## src/core_mem_pkg.sv

```systemverilog
// Two banks only, one address bit picks the bank; LBUF depth must be a power of two
`default_nettype none

package core_mem_pkg;

    // ==================================================================
    // Sizes
    // ==================================================================

    // Bank picked by a single GBUS address bit
    localparam int NUM_BANKS = 2;

    localparam int DEF_GBUS_DATA  = 32;    // GBUS and LBUF word width
    localparam int DEF_GBUS_ADDR  = 12;    // GBUS and CMEM address width
    localparam int DEF_BANK_DEPTH = 256;   // Words per bank, WMEM and cache alike
    localparam int DEF_LBUF_DEPTH = 16;    // Power of two

    // ==================================================================
    // Encodings
    // ==================================================================

    // Value of the top address bit
    typedef enum logic [0:0] {
        BANK_WMEM  = 1'b0,
        BANK_CACHE = 1'b1
    } bank_id_e;

    // Requester that issued a bank read
    typedef enum logic [0:0] {
        OWN_GBUS = 1'b0,
        OWN_CMEM = 1'b1
    } rd_owner_e;

endpackage

`default_nettype wire

```

## src/lbuf_fifo.sv

```systemverilog
// LBUF_DEPTH must be a power of two; pushes while full are dropped, no back-pressure
`timescale 1ns/1ns
`default_nettype none

module lbuf_fifo
    import core_mem_pkg::*;
#(
    parameter int GBUS_DATA  = DEF_GBUS_DATA,
    parameter int LBUF_DEPTH = DEF_LBUF_DEPTH
)(
    input  wire logic                 clk,
    input  wire logic                 rstn,
    input  wire logic                 lbuf_push,
    input  wire logic [GBUS_DATA-1:0] lbuf_push_data,
    input  wire logic                 lbuf_ren,
    output logic      [GBUS_DATA-1:0] lbuf_rdata,
    output logic                      lbuf_rvalid,
    output logic                      lbuf_empty,
    output logic                      lbuf_full
);

    localparam int PTR_W = $clog2(LBUF_DEPTH);

    logic [GBUS_DATA-1:0] mem [LBUF_DEPTH];
    logic [PTR_W:0]       wr_ptr;   // Top bit is the wrap flag
    logic [PTR_W:0]       rd_ptr;
    logic                 push_ok;
    logic                 pop_ok;

    // ==================================================================
    // Flags from the pointers at the start of the cycle
    // ==================================================================
    assign lbuf_empty = (wr_ptr == rd_ptr);
    assign lbuf_full  = (wr_ptr[PTR_W] != rd_ptr[PTR_W]) &&
                        (wr_ptr[PTR_W-1:0] == rd_ptr[PTR_W-1:0]);

    assign push_ok = lbuf_push && !lbuf_full;
    assign pop_ok  = lbuf_ren && !lbuf_empty;   // Read of empty LBUF ignored

    always_ff @(posedge clk or negedge rstn) begin
        if (!rstn) begin
            wr_ptr      <= '0;
            rd_ptr      <= '0;
            lbuf_rvalid <= 1'b0;
        end else begin
            if (push_ok) begin
                wr_ptr <= wr_ptr + 1'b1;
            end
            if (pop_ok) begin
                rd_ptr <= rd_ptr + 1'b1;
            end
            lbuf_rvalid <= pop_ok;
        end
    end

    // ==================================================================
    // Dual-port storage
    // ==================================================================
    always_ff @(posedge clk) begin
        if (push_ok) begin
            mem[wr_ptr[PTR_W-1:0]] <= lbuf_push_data;
        end
        if (pop_ok) begin
            lbuf_rdata <= mem[rd_ptr[PTR_W-1:0]];   // Held between reads
        end
    end

endmodule

`default_nettype wire

```

## config.mk

```make
export PLATFORM = sky130hd
export DESIGN_NAME = lbuf_fifo
export DESIGN_NICKNAME = d
export VERILOG_FILES = /design/src/core_mem_pkg.sv /design/src/lbuf_fifo.sv
export SDC_FILE = /design/constraint.sdc
export NUM_CORES = 1
export LEC_CHECK = 0
export BUFFER_PORTS_ARGS = -buffer_cell sky130_fd_sc_hd__buf_4
export CELL_PAD_IN_SITES_DETAIL_PLACEMENT = 1
export CELL_PAD_IN_SITES_GLOBAL_PLACEMENT = 1
export CORE_AREA = 2 2 196 276
export DETAILED_ROUTE_END_ITERATION = 10
export DIE_AREA = 0 0 198 278
export MAX_ROUTING_LAYER = met4
export PLACE_DENSITY_LB_ADDON = 0.1
export SLEW_MARGIN = 10
export SYNTH_ARGS = -nofsm -noshare
export SYNTH_HDL_FRONTEND = slang
export SYNTH_SLANG_ARGS = --single-unit
```

## constraint.sdc

```tcl
create_clock -name clk -period 5 [get_ports clk]
set_clock_uncertainty 0.15 [all_clocks]
set_input_delay 0.25 -clock clk [delete_from_list [all_inputs] [get_ports clk]]
set_output_delay 0.25 -clock clk [all_outputs]
set_load 0.01 [all_outputs]
```

==> reports/results.md <==
| Metric | Reported |
|:---|:---|
| Status | completed |
| Number of register bits inferred by synthesis | 555 |
| Met1 track utilization from global routing | 24.1% |
| Sw Ratio | 28.9% |
| TritonCTS clock tree | done |
| Max_slew headroom | 29.4% |
| Most congested layer reported by global routing | met2 |
| Area grow syn2layout | 17.0% |
| Summed instance area of the synthesized netlist | 20,800 µm² |
| Global placement routability congestion | 0.702 |
| Standard-cell row count | 100 |
| Setup repair after global routing missed its margin | false |
| Clock group share of total power | 29.7% |
| Pin slew with the least headroom to its limit | 1.06 ns |
| Average wire per standard cell | 26.9 µm |
| Setup Viol. Count Final | 0 |
| Leakage power summed over all cells | 0.00771 µW |
| Latest clock arrival within the worst-skew pair | 0.59 ns |
| CP delay by family, top | simple AND/OR/NAND/NOR gates |
| Top cells by area, synth | sky130_fd_sc_hd__edfxtp_1 78%, sky130_fd_sc_hd__mux4_2 14%, sky130_fd_sc_hd__o22ai_1 1.9% |
| Final hold violation count | 0 |
| Ratio of final minimum period to clock period | 69.0% |
| Core outline area | 52,700 µm² |
| Type of the worst setup path | reg2out |
| Top-level I/O count | 71 |
| IR drop worst, VDD | 0.623 mV |
| Pin count of the biggest net entering global routing | 112 |
| Post-route total power | 13,900 µW |
| Launch instance of the worst register-to-register path | rd_ptr[0]$_DFFE_PN0P_ |
| Max_cap viols | 0 |
| Main synth FF type | sky130_fd_sc_hd__edfxtp_1 |
| Hold Path Class | in2reg |
| First-pass GRT wire length | 71,900 µm |
| Master cell of the clock root buffer | sky130_fd_sc_hd__clkbuf_16 |
| 1st-iter DRT viols | 589 |
| Ys Warns | 0 |
| Via total after detailed routing | 9,565 |
| Relative contribution of sequential cells to total power | 44.6% |
| Sort of element at the start of the critical path | flop |
| Worst setup path start | rd_ptr[0]$_DFFE_PN0P_ |
| Cells along the critical path | xnor2_1, nand4_1, nor2_2, buf_4 |
| Required time of the worst setup path | 4.60 ns |
| Port-buffer cells | 70 |
| Area share of the largest cell type after synthesis | 78.4% |
| Largest area contributor in the netlist | sky130_fd_sc_hd__edfxtp_1 |
| Nets@finish | 1,082 |
| Hold Crit Start | lbuf_push_data[18] |
| Async set-or-reset flop fraction in the synthesized netlist | 1.98% |
| CTS-repair resized insts | 0 |
| Aggregate global routing overflow | 0 |
| Number of global-route vias before repair | 10,632 |
| Met3 Track Usage GR | 2.78% |
| Commonest cells in the synthesized netlist | 544 x sky130_fd_sc_hd__edfxtp_1, 128 x sky130_fd_sc_hd__mux4_2, 64 x sky130_fd_sc_hd__o22ai_1 |
| Vertical die dimension | 278 µm |
| Number of buffers inserted by hold repair at cts | 36 |
| Final Instance Count excl. Fillers | 1,795 |
| HPWL reported at the end of detailed placement | 26,100 µm |
| Placed insts | 1,664 |
| Drt drc | 0 |
| Post-Synthesis Net Count | 937 |
| Met2 Resource Use GR | 31.5% |
| Vias per Instance | 5.33 |
| Effective utilization at floorplan | 39.6% |
| Highest attainable clock frequency | 290 MHz |
| Post-synth EDFFs | 544 |
| Cells after Synth | 896 |
| Die Outline Area | 55,000 µm² |
| Final worst path period need | 3.45 ns |
| Number of levels in the clock H-tree | 2 |
| Clock sink count | 555 |
| Unique cell type count in the Yosys netlist | 33 |
| Average cell area after synthesis | 23.3 µm² |
| Part of the power in combinational logic | 25.7% |
| Crit-path max cell delay | 0.78 ns |
| Worst Path Buf+Inv | 1 |
| Pre-Repair DR Iteration Count | 4 |
| Post-detailed-routing wire length | 48,400 µm |
| Die X | 198 µm |
| Antenna violation net count after detailed routing | 0 |
| CTS Buf Count | 53 |
| Fraction of final layout cells sized beyond drive strength 1 | 30.8% |
| Hold Slack | 0.360 ns |
| Number of buffers on the longest clock path | 3 |
| Master of the slowest instance on the critical path | sky130_fd_sc_hd__nor2_2 |
| GRT Overall Usage | 18.8% |
| Final TNS setup | 0 ns |
| Antenna violations before repair | 1 |
| Worst Path Max Fanout | 26 |
| Total setup buffers inserted after CTS | 0 |
| Areal power density over the cells | 569 nW/µm² |
| Cell internal power dissipation | 9860 µW |
| Nature of the critical path endpoint | output pin |
| Power spent charging and discharging nets | 4020 µW |
| Share of synthesized area occupied by flip-flops and latches | 79.7% |
| Worst Path Arrival | 3.05 ns |
| Clock slew seen by the registers of the worst setup and hold paths | 0.06 ns |
| Top-count cell post-synth | sky130_fd_sc_hd__edfxtp_1 |
| Pins Over Slew Limit | 0 |
-- state kept, by name (all words and copies together), names as in the netlist --
register     cells
wr_ptr           5
lbuf_rdata      32
rd_ptr           5
lbuf_rvalid      1
mem            512
-- per-layer routing --
layer / up-vias / wire, µm
met5: - / 0
met4: 0 / 924
met3: 63 / 1620
met2: 196 / 25300
met1: 5211 / 20600
li1: 4095 / -
-- power by group through the flow --
stage	logic (µW)	registers (µW)	clock network [µW]
global route	3870	6270	4380
detailed placement	3650	6320	0
global placement	3630	6290	0
floorplan	2580	6140	0
CTS	3680	6220	4230
finish	3570	6190	4120
-- metrics by stage --
step	instance area (µm²)	utilization (%)	worst slack, ns
finish	24400	46.3	1.55
global route	24400	46.3	1.30
CTS	24400	46.3	1.46
detailed placement	22300	42.3	1.77
global placement	22300	42.3	1.74
floorplan	20800	-	0.270
-- final cells by class --
class,count,area (µm²)
tap,714,893
multi-input combinational,289,3960
sequential,555,16600
fill,4759,28300
antenna,1,2.50
inverter,3,11.3
clock buffer,69,1430
timing repair buffer,139,1150
clock inverter,25,329
-- cell usage in the layout, fill, tap and decap left out, types with 3 or more instances in the layout --
cell type,count
sky130_fd_sc_hd__o22ai_1,64
sky130_fd_sc_hd__clkbuf_1,14
sky130_fd_sc_hd__dlygate4sd3_1,36
sky130_fd_sc_hd__clkinv_1,9
sky130_fd_sc_hd__bufinv_16,8
sky130_fd_sc_hd__dfrtp_4,3
sky130_fd_sc_hd__nor2_1,34
sky130_fd_sc_hd__mux4_2,128
sky130_fd_sc_hd__o211ai_1,3
sky130_fd_sc_hd__dfrtp_1,8
sky130_fd_sc_hd__nor4_2,3
sky130_fd_sc_hd__nor3_2,10
sky130_fd_sc_hd__clkinv_2,3
sky130_fd_sc_hd__xnor2_1,11
sky130_fd_sc_hd__nor2_4,3
sky130_fd_sc_hd__edfxtp_1,544
sky130_fd_sc_hd__clkbuf_16,55
sky130_fd_sc_hd__buf_4,102
sky130_fd_sc_hd__ha_1,5
sky130_fd_sc_hd__nand2_1,6
sky130_fd_sc_hd__clkinvlp_4,3
-- cells by family after synthesis --
kind of cell             synth area share, %
AO/OA/AOI/OAI                           2.27
XOR/XNOR                               0.504
AND/OR/NAND/NOR                         1.45
flip-flops                              79.7
adder cells (fa/ha/maj)                0.300
buffers and inverters                   1.77
multiplexers                            14.0
-- worst register-to-register path: stages (launching register included) --
cell                       delay, ns
sky130_fd_sc_hd__dfrtp_4        0.68
sky130_fd_sc_hd__xnor2_1        0.22
sky130_fd_sc_hd__nand4_1        0.45
sky130_fd_sc_hd__o21bai_2       0.26
sky130_fd_sc_hd__nor2_4         0.73
sky130_fd_sc_hd__buf_4          0.36
-- worst paths after layout --
| check | end | slack [ns] | depth (start not counted) |
|---|---|---|---|
| worst min register to register | rd_ptr[4]$_DFFE_PN0P_ | 0.45 | 2 |
| worst max register to register | mem[15][0]$_DFFE_PP_ | 1.83 | 5 |
| max in group asynchronous | rd_ptr[2]$_DFFE_PN0P_ | 3.72 | 3 |
| worst max-delay path | lbuf_full | 1.55 | 4 |
| worst min-delay path | mem[1][18]$_DFFE_PP_ | 0.36 | 2 |
| min in group asynchronous | lbuf_rvalid$_DFF_PN0_ | 0.56 | 3 |
No activity file was read; power rests on OpenSTA's default activity.
